### config.mk
export PLATFORM = sky130hd
export DESIGN_NAME = cpu_core
export DESIGN_NICKNAME = d
export VERILOG_FILES = /design/src/core_pkg.sv /design/src/commit_trace.sv /design/src/cpu_core.sv /design/src/exec_unit.sv /design/src/instr_buffer.sv /design/src/issue_unit.sv /design/src/regfile.sv
export SDC_FILE = /design/constraint.sdc
export NUM_CORES = 2
export LEC_CHECK = 0
export BUFFER_PORTS_ARGS = -buffer_cell sky130_fd_sc_hd__clkbuf_2
export CORE_MARGIN = 2
export CORE_UTILIZATION = 42
export DETAILED_ROUTE_END_ITERATION = 6
export GPL_TIMING_DRIVEN = 0
export SETUP_SLACK_MARGIN = 0.3
export SLEW_MARGIN = 10
export SYNTH_ARGS = -nofsm -noshare
export SYNTH_HDL_FRONTEND = slang
export SYNTH_HIERARCHICAL = 1
export SYNTH_SLANG_ARGS = --single-unit
export TNS_END_PERCENT = 50
### constraint.sdc
create_clock -name clk -period 6.61 [get_ports clk]
set_input_delay 1.983 -clock clk [delete_from_list [all_inputs] [get_ports clk]]
set_output_delay 1.983 -clock clk [all_outputs]
set_load 0.02 [all_outputs]
### src/core_pkg.sv
package core_pkg;

    // Datapath and fetch widths
    localparam int XLEN       = 32;
    localparam int INSTR_W    = 32;

    // Architectural register file
    localparam int REG_ADDR_W = 5;
    localparam int NUM_REGS   = 32;

    // Instruction word layout
    //   31:29 opcode
    //   28:24 rd
    //   23:19 rj
    //   18:14 rk
    //   13:12 unused
    //   11:0  imm12
    localparam int OPC_W      = 3;
    localparam int OPC_LSB    = 29;
    localparam int RD_LSB     = 24;
    localparam int RJ_LSB     = 19;
    localparam int RK_LSB     = 14;
    localparam int IMM_W      = 12;

    // LUI places imm12 in the upper bits
    localparam int LUI_SHIFT  = 20;

    // Opcode values double as the ALU operation select
    typedef enum logic [OPC_W-1:0] {
        OP_ADD  = 3'd0,  // rj + rk
        OP_SUB  = 3'd1,  // rj - rk
        OP_AND  = 3'd2,
        OP_OR   = 3'd3,
        OP_XOR  = 3'd4,
        OP_SLT  = 3'd5,  // Signed, result is 1 or 0
        OP_ADDI = 3'd6,  // rj + sext(imm12)
        OP_LUI  = 3'd7   // imm12 << 20
    } alu_op_e;

endpackage

### src/commit_trace.sv
module commit_trace (
    input  logic                            clk,
    input  logic                            rst_n_i,

    input  logic                            wb_valid_i,
    input  logic                            wb_wen_i,
    input  logic [core_pkg::REG_ADDR_W-1:0] wb_rd_i,
    input  logic [core_pkg::XLEN-1:0]       wb_data_i,
    input  logic [core_pkg::XLEN-1:0]       wb_pc_i,

    output logic                            debug_wb_valid_o,
    output logic [core_pkg::XLEN-1:0]       debug_wb_pc_o,
    output logic                            debug_wb_rf_wen_o,
    output logic [core_pkg::REG_ADDR_W-1:0] debug_wb_rf_wnum_o,
    output logic [core_pkg::XLEN-1:0]       debug_wb_rf_wdata_o
);

    always_ff @(posedge clk or negedge rst_n_i) begin
        if (!rst_n_i) begin
            debug_wb_valid_o <= 1'b0;
        end else begin
            debug_wb_valid_o <= wb_valid_i;  // One-cycle pulse per retirement
        end
    end

    // Fields keep the last retirement
    always_ff @(posedge clk) begin
        if (wb_valid_i) begin
            debug_wb_pc_o       <= wb_pc_i;
            debug_wb_rf_wen_o   <= wb_wen_i;
            debug_wb_rf_wnum_o  <= wb_rd_i;
            debug_wb_rf_wdata_o <= wb_data_i;
        end
    end

endmodule

### src/cpu_core.sv
module cpu_core #(
    parameter int BUF_DEPTH = 8
) (
    input  logic                            clk,
    input  logic                            rst_n_i,

    input  logic                            instr_valid_i,
    input  logic [core_pkg::INSTR_W-1:0]    instr_i,
    input  logic [core_pkg::XLEN-1:0]       pc_i,
    output logic                            instr_ready_o,

    output logic                            debug_wb_valid_o,
    output logic [core_pkg::XLEN-1:0]       debug_wb_pc_o,
    output logic                            debug_wb_rf_wen_o,
    output logic [core_pkg::REG_ADDR_W-1:0] debug_wb_rf_wnum_o,
    output logic [core_pkg::XLEN-1:0]       debug_wb_rf_wdata_o
);

    import core_pkg::*;

    logic                  buf_valid;
    logic [INSTR_W-1:0]    buf_instr;
    logic [XLEN-1:0]       buf_pc;
    logic                  buf_pop;

    logic [REG_ADDR_W-1:0] rs1_addr;
    logic [REG_ADDR_W-1:0] rs2_addr;
    logic [XLEN-1:0]       rs1_data;
    logic [XLEN-1:0]       rs2_data;

    logic                  iss_valid;
    alu_op_e               iss_op;
    logic [XLEN-1:0]       iss_a;
    logic [XLEN-1:0]       iss_b;
    logic [REG_ADDR_W-1:0] iss_rd;
    logic                  iss_wen;
    logic [XLEN-1:0]       iss_pc;

    logic                  ex_fwd_valid;
    logic [REG_ADDR_W-1:0] ex_fwd_rd;
    logic [XLEN-1:0]       ex_fwd_data;

    logic                  wb_valid;
    logic                  wb_wen;
    logic [REG_ADDR_W-1:0] wb_rd;
    logic [XLEN-1:0]       wb_data;
    logic [XLEN-1:0]       wb_pc;

    instr_buffer #(
        .BUF_DEPTH(BUF_DEPTH)
    ) u_instr_buffer (
        .clk          (clk),
        .rst_n_i      (rst_n_i),
        .push_valid_i (instr_valid_i),
        .push_instr_i (instr_i),
        .push_pc_i    (pc_i),
        .push_ready_o (instr_ready_o),
        .pop_i        (buf_pop),
        .head_valid_o (buf_valid),
        .head_instr_o (buf_instr),
        .head_pc_o    (buf_pc)
    );

    issue_unit u_issue_unit (
        .clk            (clk),
        .rst_n_i        (rst_n_i),
        .head_valid_i   (buf_valid),
        .head_instr_i   (buf_instr),
        .head_pc_i      (buf_pc),
        .pop_o          (buf_pop),
        .rs1_addr_o     (rs1_addr),
        .rs2_addr_o     (rs2_addr),
        .rs1_data_i     (rs1_data),
        .rs2_data_i     (rs2_data),
        .ex_fwd_valid_i (ex_fwd_valid),
        .ex_fwd_rd_i    (ex_fwd_rd),
        .ex_fwd_data_i  (ex_fwd_data),
        .iss_valid_o    (iss_valid),
        .iss_op_o       (iss_op),
        .iss_a_o        (iss_a),
        .iss_b_o        (iss_b),
        .iss_rd_o       (iss_rd),
        .iss_wen_o      (iss_wen),
        .iss_pc_o       (iss_pc)
    );

    // Written from the write-back register
    regfile u_regfile (
        .clk      (clk),
        .rst_n_i  (rst_n_i),
        .raddr1_i (rs1_addr),
        .raddr2_i (rs2_addr),
        .rdata1_o (rs1_data),
        .rdata2_o (rs2_data),
        .we_i     (wb_wen),
        .waddr_i  (wb_rd),
        .wdata_i  (wb_data)
    );

    exec_unit u_exec_unit (
        .clk            (clk),
        .rst_n_i        (rst_n_i),
        .iss_valid_i    (iss_valid),
        .iss_op_i       (iss_op),
        .iss_a_i        (iss_a),
        .iss_b_i        (iss_b),
        .iss_rd_i       (iss_rd),
        .iss_wen_i      (iss_wen),
        .iss_pc_i       (iss_pc),
        .ex_fwd_valid_o (ex_fwd_valid),
        .ex_fwd_rd_o    (ex_fwd_rd),
        .ex_fwd_data_o  (ex_fwd_data),
        .wb_valid_o     (wb_valid),
        .wb_wen_o       (wb_wen),
        .wb_rd_o        (wb_rd),
        .wb_data_o      (wb_data),
        .wb_pc_o        (wb_pc)
    );

    commit_trace u_commit_trace (
        .clk                 (clk),
        .rst_n_i             (rst_n_i),
        .wb_valid_i          (wb_valid),
        .wb_wen_i            (wb_wen),
        .wb_rd_i             (wb_rd),
        .wb_data_i           (wb_data),
        .wb_pc_i             (wb_pc),
        .debug_wb_valid_o    (debug_wb_valid_o),
        .debug_wb_pc_o       (debug_wb_pc_o),
        .debug_wb_rf_wen_o   (debug_wb_rf_wen_o),
        .debug_wb_rf_wnum_o  (debug_wb_rf_wnum_o),
        .debug_wb_rf_wdata_o (debug_wb_rf_wdata_o)
    );

endmodule

### src/exec_unit.sv
module exec_unit (
    input  logic                            clk,
    input  logic                            rst_n_i,

    input  logic                            iss_valid_i,
    input  core_pkg::alu_op_e               iss_op_i,
    input  logic [core_pkg::XLEN-1:0]       iss_a_i,
    input  logic [core_pkg::XLEN-1:0]       iss_b_i,
    input  logic [core_pkg::REG_ADDR_W-1:0] iss_rd_i,
    input  logic                            iss_wen_i,
    input  logic [core_pkg::XLEN-1:0]       iss_pc_i,

    // Back to issue
    output logic                            ex_fwd_valid_o,
    output logic [core_pkg::REG_ADDR_W-1:0] ex_fwd_rd_o,
    output logic [core_pkg::XLEN-1:0]       ex_fwd_data_o,

    // Write-back register
    output logic                            wb_valid_o,
    output logic                            wb_wen_o,
    output logic [core_pkg::REG_ADDR_W-1:0] wb_rd_o,
    output logic [core_pkg::XLEN-1:0]       wb_data_o,
    output logic [core_pkg::XLEN-1:0]       wb_pc_o
);

    import core_pkg::*;

    logic [XLEN-1:0] alu_result;
    logic            slt;

    assign slt = ($signed(iss_a_i) < $signed(iss_b_i));

    always_comb begin
        case (iss_op_i)
            OP_ADD,
            OP_ADDI: alu_result = iss_a_i + iss_b_i;  // Immediate already in b
            OP_SUB:  alu_result = iss_a_i - iss_b_i;
            OP_AND:  alu_result = iss_a_i & iss_b_i;
            OP_OR:   alu_result = iss_a_i | iss_b_i;
            OP_XOR:  alu_result = iss_a_i ^ iss_b_i;
            OP_SLT:  alu_result = {{(XLEN-1){1'b0}}, slt};
            OP_LUI:  alu_result = iss_b_i;
            default: alu_result = '0;
        endcase
    end

    assign ex_fwd_valid_o = iss_valid_i && iss_wen_i;
    assign ex_fwd_rd_o    = iss_rd_i;
    assign ex_fwd_data_o  = alu_result;

    always_ff @(posedge clk or negedge rst_n_i) begin
        if (!rst_n_i) begin
            wb_valid_o <= 1'b0;
            wb_wen_o   <= 1'b0;
        end else begin
            wb_valid_o <= iss_valid_i;
            wb_wen_o   <= iss_valid_i && iss_wen_i;
        end
    end

    always_ff @(posedge clk) begin
        if (iss_valid_i) begin
            wb_rd_o   <= iss_rd_i;
            wb_data_o <= alu_result;
            wb_pc_o   <= iss_pc_i;
        end
    end

    // Issue raises the write enable only together with valid
    a_wen_needs_valid: assert property (@(posedge clk) disable iff (!rst_n_i)
        iss_wen_i |-> iss_valid_i);

endmodule

### src/instr_buffer.sv
module instr_buffer #(
    parameter int BUF_DEPTH = 8
) (
    input  logic                         clk,
    input  logic                         rst_n_i,

    input  logic                         push_valid_i,
    input  logic [core_pkg::INSTR_W-1:0] push_instr_i,
    input  logic [core_pkg::XLEN-1:0]    push_pc_i,
    output logic                         push_ready_o,

    input  logic                         pop_i,
    output logic                         head_valid_o,
    output logic [core_pkg::INSTR_W-1:0] head_instr_o,
    output logic [core_pkg::XLEN-1:0]    head_pc_o
);

    import core_pkg::*;

    localparam int PTR_W = $clog2(BUF_DEPTH);

    logic [INSTR_W-1:0] instr_mem [BUF_DEPTH];
    logic [XLEN-1:0]    pc_mem    [BUF_DEPTH];

    logic [PTR_W-1:0]   wr_ptr;
    logic [PTR_W-1:0]   rd_ptr;
    logic [PTR_W:0]     count;  // One bit wider to hold BUF_DEPTH

    logic               do_push;
    logic               do_pop;

    assign push_ready_o = (count != (PTR_W+1)'(BUF_DEPTH));
    assign head_valid_o = (count != '0);
    assign do_push      = push_valid_i && push_ready_o;
    assign do_pop       = pop_i;

    assign head_instr_o = instr_mem[rd_ptr];
    assign head_pc_o    = pc_mem[rd_ptr];

    always_ff @(posedge clk or negedge rst_n_i) begin
        if (!rst_n_i) begin
            wr_ptr <= '0;
            rd_ptr <= '0;
            count  <= '0;
        end else begin
            if (do_push) begin
                wr_ptr <= wr_ptr + 1'b1;  // Wraps, depth is a power of two
            end
            if (do_pop) begin
                rd_ptr <= rd_ptr + 1'b1;
            end
            case ({do_push, do_pop})
                2'b10:   count <= count + 1'b1;
                2'b01:   count <= count - 1'b1;
                default: count <= count;
            endcase
        end
    end

    always_ff @(posedge clk) begin
        if (do_push) begin
            instr_mem[wr_ptr] <= push_instr_i;
            pc_mem[wr_ptr]    <= push_pc_i;
        end
    end

    // Issue side must only pop a valid head
    a_no_pop_empty: assert property (@(posedge clk) disable iff (!rst_n_i)
        pop_i |-> count != '0);

    a_count_bound: assert property (@(posedge clk) disable iff (!rst_n_i)
        count <= BUF_DEPTH);

endmodule

### src/issue_unit.sv
module issue_unit (
    input  logic                            clk,
    input  logic                            rst_n_i,

    // Buffer head
    input  logic                            head_valid_i,
    input  logic [core_pkg::INSTR_W-1:0]    head_instr_i,
    input  logic [core_pkg::XLEN-1:0]       head_pc_i,
    output logic                            pop_o,

    // Register file read ports
    output logic [core_pkg::REG_ADDR_W-1:0] rs1_addr_o,
    output logic [core_pkg::REG_ADDR_W-1:0] rs2_addr_o,
    input  logic [core_pkg::XLEN-1:0]       rs1_data_i,
    input  logic [core_pkg::XLEN-1:0]       rs2_data_i,

    // Result of the instruction in execute
    input  logic                            ex_fwd_valid_i,
    input  logic [core_pkg::REG_ADDR_W-1:0] ex_fwd_rd_i,
    input  logic [core_pkg::XLEN-1:0]       ex_fwd_data_i,

    // Issue register
    output logic                            iss_valid_o,
    output core_pkg::alu_op_e               iss_op_o,
    output logic [core_pkg::XLEN-1:0]       iss_a_o,
    output logic [core_pkg::XLEN-1:0]       iss_b_o,
    output logic [core_pkg::REG_ADDR_W-1:0] iss_rd_o,
    output logic                            iss_wen_o,
    output logic [core_pkg::XLEN-1:0]       iss_pc_o
);

    import core_pkg::*;

    alu_op_e               dec_op;
    logic [REG_ADDR_W-1:0] dec_rd;
    logic [IMM_W-1:0]      dec_imm;
    logic [XLEN-1:0]       rj_val;
    logic [XLEN-1:0]       rk_val;
    logic [XLEN-1:0]       op_b;

    // Never stalls, so the head is taken as soon as it shows up
    assign pop_o = head_valid_i;

    assign dec_op     = alu_op_e'(head_instr_i[OPC_LSB +: OPC_W]);
    assign dec_rd     = head_instr_i[RD_LSB +: REG_ADDR_W];
    assign rs1_addr_o = head_instr_i[RJ_LSB +: REG_ADDR_W];
    assign rs2_addr_o = head_instr_i[RK_LSB +: REG_ADDR_W];
    assign dec_imm    = head_instr_i[IMM_W-1:0];

    // Execute result wins over the register file value
    assign rj_val = (ex_fwd_valid_i && ex_fwd_rd_i == rs1_addr_o) ? ex_fwd_data_i : rs1_data_i;
    assign rk_val = (ex_fwd_valid_i && ex_fwd_rd_i == rs2_addr_o) ? ex_fwd_data_i : rs2_data_i;

    always_comb begin
        case (dec_op)
            OP_ADDI: op_b = {{(XLEN-IMM_W){dec_imm[IMM_W-1]}}, dec_imm};
            OP_LUI:  op_b = XLEN'(dec_imm) << LUI_SHIFT;
            default: op_b = rk_val;
        endcase
    end

    always_ff @(posedge clk or negedge rst_n_i) begin
        if (!rst_n_i) begin
            iss_valid_o <= 1'b0;
            iss_wen_o   <= 1'b0;
        end else begin
            iss_valid_o <= head_valid_i;
            iss_wen_o   <= head_valid_i && (dec_rd != '0);  // r0 writes are dropped here
        end
    end

    always_ff @(posedge clk) begin
        if (head_valid_i) begin
            iss_op_o <= dec_op;
            iss_a_o  <= rj_val;
            iss_b_o  <= op_b;
            iss_rd_o <= dec_rd;
            iss_pc_o <= head_pc_i;
        end
    end

endmodule

### src/regfile.sv
module regfile (
    input  logic                            clk,
    input  logic                            rst_n_i,

    input  logic [core_pkg::REG_ADDR_W-1:0] raddr1_i,
    input  logic [core_pkg::REG_ADDR_W-1:0] raddr2_i,
    output logic [core_pkg::XLEN-1:0]       rdata1_o,
    output logic [core_pkg::XLEN-1:0]       rdata2_o,

    input  logic                            we_i,
    input  logic [core_pkg::REG_ADDR_W-1:0] waddr_i,
    input  logic [core_pkg::XLEN-1:0]       wdata_i
);

    import core_pkg::*;

    logic [XLEN-1:0] regs [NUM_REGS];

    always_ff @(posedge clk or negedge rst_n_i) begin
        if (!rst_n_i) begin
            for (int i = 0; i < NUM_REGS; i++) begin
                regs[i] <= '0;
            end
        end else if (we_i) begin
            regs[waddr_i] <= wdata_i;
        end
    end

    // r0 first, then the write-back bypass
    assign rdata1_o = (raddr1_i == '0)                ? '0      :
                      (we_i && waddr_i == raddr1_i)   ? wdata_i :
                                                        regs[raddr1_i];

    assign rdata2_o = (raddr2_i == '0)                ? '0      :
                      (we_i && waddr_i == raddr2_i)   ? wdata_i :
                                                        regs[raddr2_i];

    // Issue clears the write enable for rd 0
    a_no_r0_write: assert property (@(posedge clk) disable iff (!rst_n_i)
        we_i |-> waddr_i != '0);

endmodule

* Word level (Yosys, flattened, before mapping)
Memory sizes are Yosys's and may differ from the RTL's. A register that Yosys moved wholly into a read port is not among the register bits.
Cells that the tools add are included.
** Storage, ports and cells
- Memories :: 2
- Input bits :: 67
- Bits in writable memories :: 512
- Word-level logic and storage cells :: 121
- Flip-flop bits (word level) :: 1250
** Memory list
- u_instr_buffer.instr_mem :: depth 8, width 32, rd ports 1, clocked after memory_dff 0, write ports 1, RTL line instr_buffer.sv:22 : logic [INSTR_W-1:0] instr_mem [BUF_DEPTH];
- u_instr_buffer.pc_mem :: depth 8, width 32, rd ports 1, clocked after memory_dff 1, write ports 1, RTL line instr_buffer.sv:23 : logic [XLEN-1:0] pc_mem [BUF_DEPTH];
** Cells by class
- Reductions and logical operators :: 15
- $lt $le $gt $ge :: 5
- Equal/unequal tests :: 16
- Multiplexer cells :: 20
- $add $sub $neg :: 6
- Bitwise logic cells :: 6
** Operators with widths (number)
- bitwise mux 1024 bit :: 1
- 2-to-1 mux 32 bit :: 11
- binary-select mux 32 bit (select 5 bit) :: 2
- one-hot mux 32 bit (7 select lines) :: 1
- demux 32 bit (select 5 bit) :: 1
- one-hot mux 32 bit (2 select lines) :: 1
- adder 32 bit :: 1
- bitwise AND 32 bit :: 1
- less-than comparator 32 bit :: 1
- bitwise OR 32 bit :: 1
- subtractor 32 bit :: 1
- bitwise XOR 32 bit :: 1
- == test 5 bit :: 4
- == test 3 bit (second input constant) :: 6
- >= comparator 6 bit (second input constant) :: 3
- NOT 5 -> 6 bit :: 3
- logical NOT 5 bit :: 2
- logical AND 1 bit :: 8
- one-hot mux 4 bit (2 select lines) :: 1
- adder 3 x 1 -> 3 bit (second input constant) :: 2
- == test 3 x 2 -> 1 bit (second input constant) :: 2
- less-than comparator 6 x 1 -> 1 bit (second input constant) :: 1
- nonzero test 5 bit :: 1
- adder 4 x 1 -> 4 bit (second input constant) :: 1
- other kinds (10) :: 11

* Logic depth before layout (Yosys ltp)
An unclocked memory read counts as a cell.
- Depth in word-level cells :: 9
- Mapped depth :: 17

* By module
Netlist, hierarchy kept.
** Modules (own cells, without submodules)
- regfile :: area each 55419.4 sq um, sequential area each 25624.6 sq um, cells an instance 3774, times used 1
- instr_buffer :: area each 19774.0 sq um, sequential area each 15625.0 sq um, cells an instance 794, times used 1
- exec_unit :: area each 7662.3 sq um, sequential area each 2122.0 sq um, cells an instance 950, times used 1
- issue_unit :: area each 4439.3 sq um, sequential area each 3173.0 sq um, cells an instance 264, times used 1
- commit_trace :: area each 2127.0 sq um, sequential area each 2127.0 sq um, cells an instance 71, times used 1

* Least setup slack after synthesis
Ideal clock, no wire load.
- Path type :: input to register
- Start :: input instr_valid_i
- End :: memory u_instr_buffer.instr_mem[0][0] (enable)
- Slack :: -723 ps
- Stages on the path :: 3
- Library setup time :: 565 ps
- Arrival time :: 6768 ps
- Path buffers :: 0
- Cells stage by stage :: nand2_1 or2_2 nor3_1
** On the way
- Word-level cells in the longest chain between the ends :: 3
** Ends and longest elaborated chain
- from (decl) :: RTL line cpu_core.sv:7 : input logic instr_valid_i,
- logical AND 1 bit :: RTL line instr_buffer.sv:34 : assign do_push = push_valid_i && push_ready_o;
- 2-to-1 mux 1 bit :: RTL line instr_buffer.sv:61 : if (do_push) begin
- 2-to-1 mux 1 bit (implied by the code) :: RTL line instr_buffer.sv:62 : instr_mem[wr_ptr] <= push_instr_i;
- to (decl) :: RTL line instr_buffer.sv:22
No other way between the ends.

* Worst setup path after layout
- Start :: register u_instr_buffer.rd_ptr[1]
- End :: register u_issue_unit/iss_a_o[16] (netlist bit), data pin
** On the way
- Word-level cells in the longest chain between the ends :: 8
** Ends and longest elaborated chain
- from (decl) :: RTL line instr_buffer.sv:26 : logic [PTR_W-1:0] rd_ptr;
- from (signal assigned) :: RTL line instr_buffer.sv:50 : rd_ptr <= rd_ptr + 1'b1;
- memory (8 x 32 bit) (*)
- named net buf_instr[21] :: RTL line cpu_core.sv:22 : logic [INSTR_W-1:0] buf_instr;
- NOT 5 -> 6 bit (implied by the code) :: RTL line regfile.sv:32 : regs[raddr1_i];
- binary-select mux 32 bit (select 5 bit) :: RTL line regfile.sv:32
- 2-to-1 mux 32 bit (implied by the code) (2 in a row) :: RTL line regfile.sv:32
- 2-to-1 mux 32 bit :: RTL line regfile.sv:31 : (we_i && waddr_i == raddr1_i) ? wdata_i :
- 2-to-1 mux 32 bit (*) :: RTL line regfile.sv:30 : assign rdata1_o = (raddr1_i == '0) ? '0 :
- named net rs1_data[16] :: RTL line cpu_core.sv:28 : logic [XLEN-1:0] rs1_data;
- 2-to-1 mux 32 bit (*) :: RTL line issue_unit.sv:51 : assign rj_val = (ex_fwd_valid_i && ex_fwd_rd_i == rs1_addr_o) ? ex_fwd_data_i : rs1_data_i;
- named net u_issue_unit.rj_val[16] :: RTL line issue_unit.sv:37 : logic [XLEN-1:0] rj_val;
- to (signal assigned) :: RTL line issue_unit.sv:75 : iss_a_o <= rj_val;
- to (decl) :: RTL line issue_unit.sv:25 : output logic [core_pkg::XLEN-1:0] iss_a_o,
The timed path passes the listed nets; every way through them passes the cells marked *. The select of a mux whose other input is x is not followed.
A chain may end at the register's enable or synchronous reset.

==> flow_metrics.py <==
metrics = {
    "run_status": {
        "outcome": "finished, violations left",
        "violations": "design-rule violations, max-capacitance violations, max-slew violations",
    },
    "timing": {
        "finalCritPeriodShare": 0.978,
        "final-hold-violation-count": 0,
        "slew_headroom": -0.0202,
        "slew_violations": 12,
        "period_needed_ns": 6.47,
        "rsz0062_at_grt": "yes",
        "fmax_mhz": 155,
        "finalSetupTns_ns": 0,
        "worst_slew_pin_slew_ns": 1.53,
        "whs_ns": 0.410,
        "setup_viol": 0,
        "fin_worst_skew_ns": 0.0623,
    },
    "floorplanning": {
        "die_x_um": 464,
        "die_h_um": 464,
        "io_pins": 139,
        "core_um2": 210000,
        "rows": 168,
        "initial_core_util": 0.423,
        "dieArea_um2": 215000,
    },
    "final_layout": {
        "final_cell_mix": "mux2_2 (1136), dfrtp_1 (1037), edfxtp_1 (739), mux4_2 (554), clkbuf_1 (278)",
        "fin_cells": 9202,
        "syn_to_final_growth_pct": 13.7,
        "fillers": 18000,
        "final_common_cell": "mux2_2",
        "regArea_um2": 48200,
        "multiInputGateArea_um2": 37700,
        "drive_gt1_frac": 0.387,
        "layout.nets": 6392,
    },
    "worst_setup_path": {
        "path_max_fanout": 10,
        "path_class": "flip-flop to flip-flop",
        "crit_required_ns": 7.33,
        "crit_start": "u_instr_buffer/rd_ptr[1]$_DFFE_PN0P_",
        "path_common_cell": "buf_2",
        "endpoint_kind": "flip-flop",
        "r2r_cells": 14,
        "crit_slowest_cell": "a2111oi_2",
        "path_buf_inv": 6,
        "crit-reg2reg-launch": "u_instr_buffer/rd_ptr[1]$_DFFE_PN0P_",
        "crit_family": "buffers and inverters",
        "r2r_end": "u_issue_unit/iss_a_o[16]$_DFFE_PP_",
        "start_kind": "flip-flop",
        "worst_path_largest_cell_delay_ns": 0.99,
        "ff2ff_setup_slack_ns": 0.14,
        "cp.arrival_ns": 7.19,
        "crit_path_cell_trace": "buf_2 -> buf_1 -> mux4_2 -> mux2_2 -> buf_4 -> buf_2 -> buf_2 -> nand3b_1 -> buf_2 -> o22ai_1 -> a2111oi_2 -> nor3_1 -> nor2_1 -> mux2_2",
    },
    "placed_design": {
        "numPlacedInstances": 8835,
        "dp_hpwl_um": 249000,
        "io_buffers": 136,
        "finalWeightedCongestion": 0.996,
    },
    "detailed_routing": {
        "drt-vias-per-instance": 6.56,
        "drt_first_pass_iters": 7,
        "wl_um": 348000,
        "wl_per_cell_um": 37.8,
        "drt_iter0_drc": 8426,
        "ant_nets": 0,
        "num_vias": 60300,
        "drc": 2,
    },
    "worst_hold_path": {
        "min_path_cells": 0,
        "min-delay-path-class": "flip-flop to flip-flop",
        "hold_end": "u_exec_unit/wb_pc_o[7]$_DFFE_PP_",
        "holdCritStartpoint": "u_issue_unit/iss_pc_o[7]$_DFFE_PP_",
    },
    "run": {
        "max_cap_violations": 2,
    },
    "clock_network": {
        "post_cts_buffers": 0,
        "cts_tree": "done",
        "cts.sinks": 1778,
        "clk_latency_ns": 0.88,
        "cts_root_buf": "clkbuf_16",
        "clockBufferDepth": 3,
        "cts_made_buffers": 190,
        "h-tree-depth": 4,
        "clk_pin_slew_ns": 0.06,
    },
    "grt": {
        "first_global_vias": 58700,
        "grt.overflow.total": 0,
        "grt_pass1_wl_um": 477000,
        "antenna_found_initial": 30,
        "grt_max_degree": 105,
        "grt.total_usage": 0.319,
    },
    "logic_synthesis": {
        "yosysWarningCount": 6,
        "syn_area_per_cell_um2": 15.2,
        "netlist_instances": 5831,
        "synth_area_um2": 88800,
        "synth_nets": 6001,
    },
}
==> metrics by stage <==
step / cell area, um^2 / worst slack (ns) / utilization
2_1_floorplan: 88800 / -0.277 / -
6_report: 101000 / 0.145 / 0.481
3_5_place_dp: 94400 / 0.0819 / 0.450
4_1_cts: 101000 / 0.284 / 0.481
3_3_place_gp: 93000 / -22.59 / 0.443
5_1_grt: 101000 / 0.180 / 0.481
==> state kept, by name, summed over array words and instances, names as in the netlist, 3 cells and up <==
name / count
u_commit_trace/debug_wb_rf_wdata_o: 32
u_instr_buffer/count: 4
u_instr_buffer/pc_mem: 256
u_instr_buffer/wr_ptr: 3
u_regfile/regs: 1024
u_instr_buffer/rd_ptr: 3
u_issue_unit/iss_rd_o: 5
u_commit_trace/debug_wb_pc_o: 32
u_issue_unit/iss_a_o: 32
u_issue_unit/iss_pc_o: 32
u_exec_unit/wb_pc_o: 32
u_exec_unit/wb_data_o: 32
u_issue_unit/iss_op_o: 3
u_issue_unit/iss_b_o: 32
u_exec_unit/wb_rd_o: 5
u_instr_buffer/instr_mem: 240
u_commit_trace/debug_wb_rf_wnum_o: 5
==> what timing repair did <==
item / CTS / global route
pin swaps: 0 / 0
endpoints found under the setup margin: 5 / 6
hold buffers: 0 / 0
gates resized for setup: 2 / 2
==> cell type report <==
class	instances	share of cell area
tap	2805	0.0347
antenna	14	0.000347
clock buffer	267	0.0518
clock inverter	86	0.0126
buffer	525	0.0268
multi-input combinational	3421	0.374
timing repair buffer	199	0.0189
sequential	1778	0.477
inverter	107	0.00398
==> layer usage <==
metal  up-vias  track usage  wire length, um
met4        26        0.195            25100
met3       982        0.107            40100
met2      3813        0.454           148000
met1     31900        0.421           135000
met5         -            0              173
li1      23600            -                -
==> worst max-delay path by stage <==
stage,end,slack [ns],cells past startpoint
6_report,u_issue_unit/iss_a_o[16]$_DFFE_PP_,0.14,14
5_1_grt,u_issue_unit/iss_a_o[16]$_DFFE_PP_,0.18,14
4_1_cts,u_issue_unit/iss_a_o[24]$_DFFE_PP_,0.28,15
3_5_place_dp,u_issue_unit/iss_b_o[30]$_DFFE_PP_,0.08,15
3_3_place_gp,u_instr_buffer/wr_ptr[1]$_DFFE_PN0P_,-22.59,1
2_1_floorplan,u_instr_buffer/instr_mem[1][0]$_DFFE_PP_,-0.28,2
Power is not shown: default switching activity piles up to over one toggle a cycle in this logic, so the estimate is an artifact.
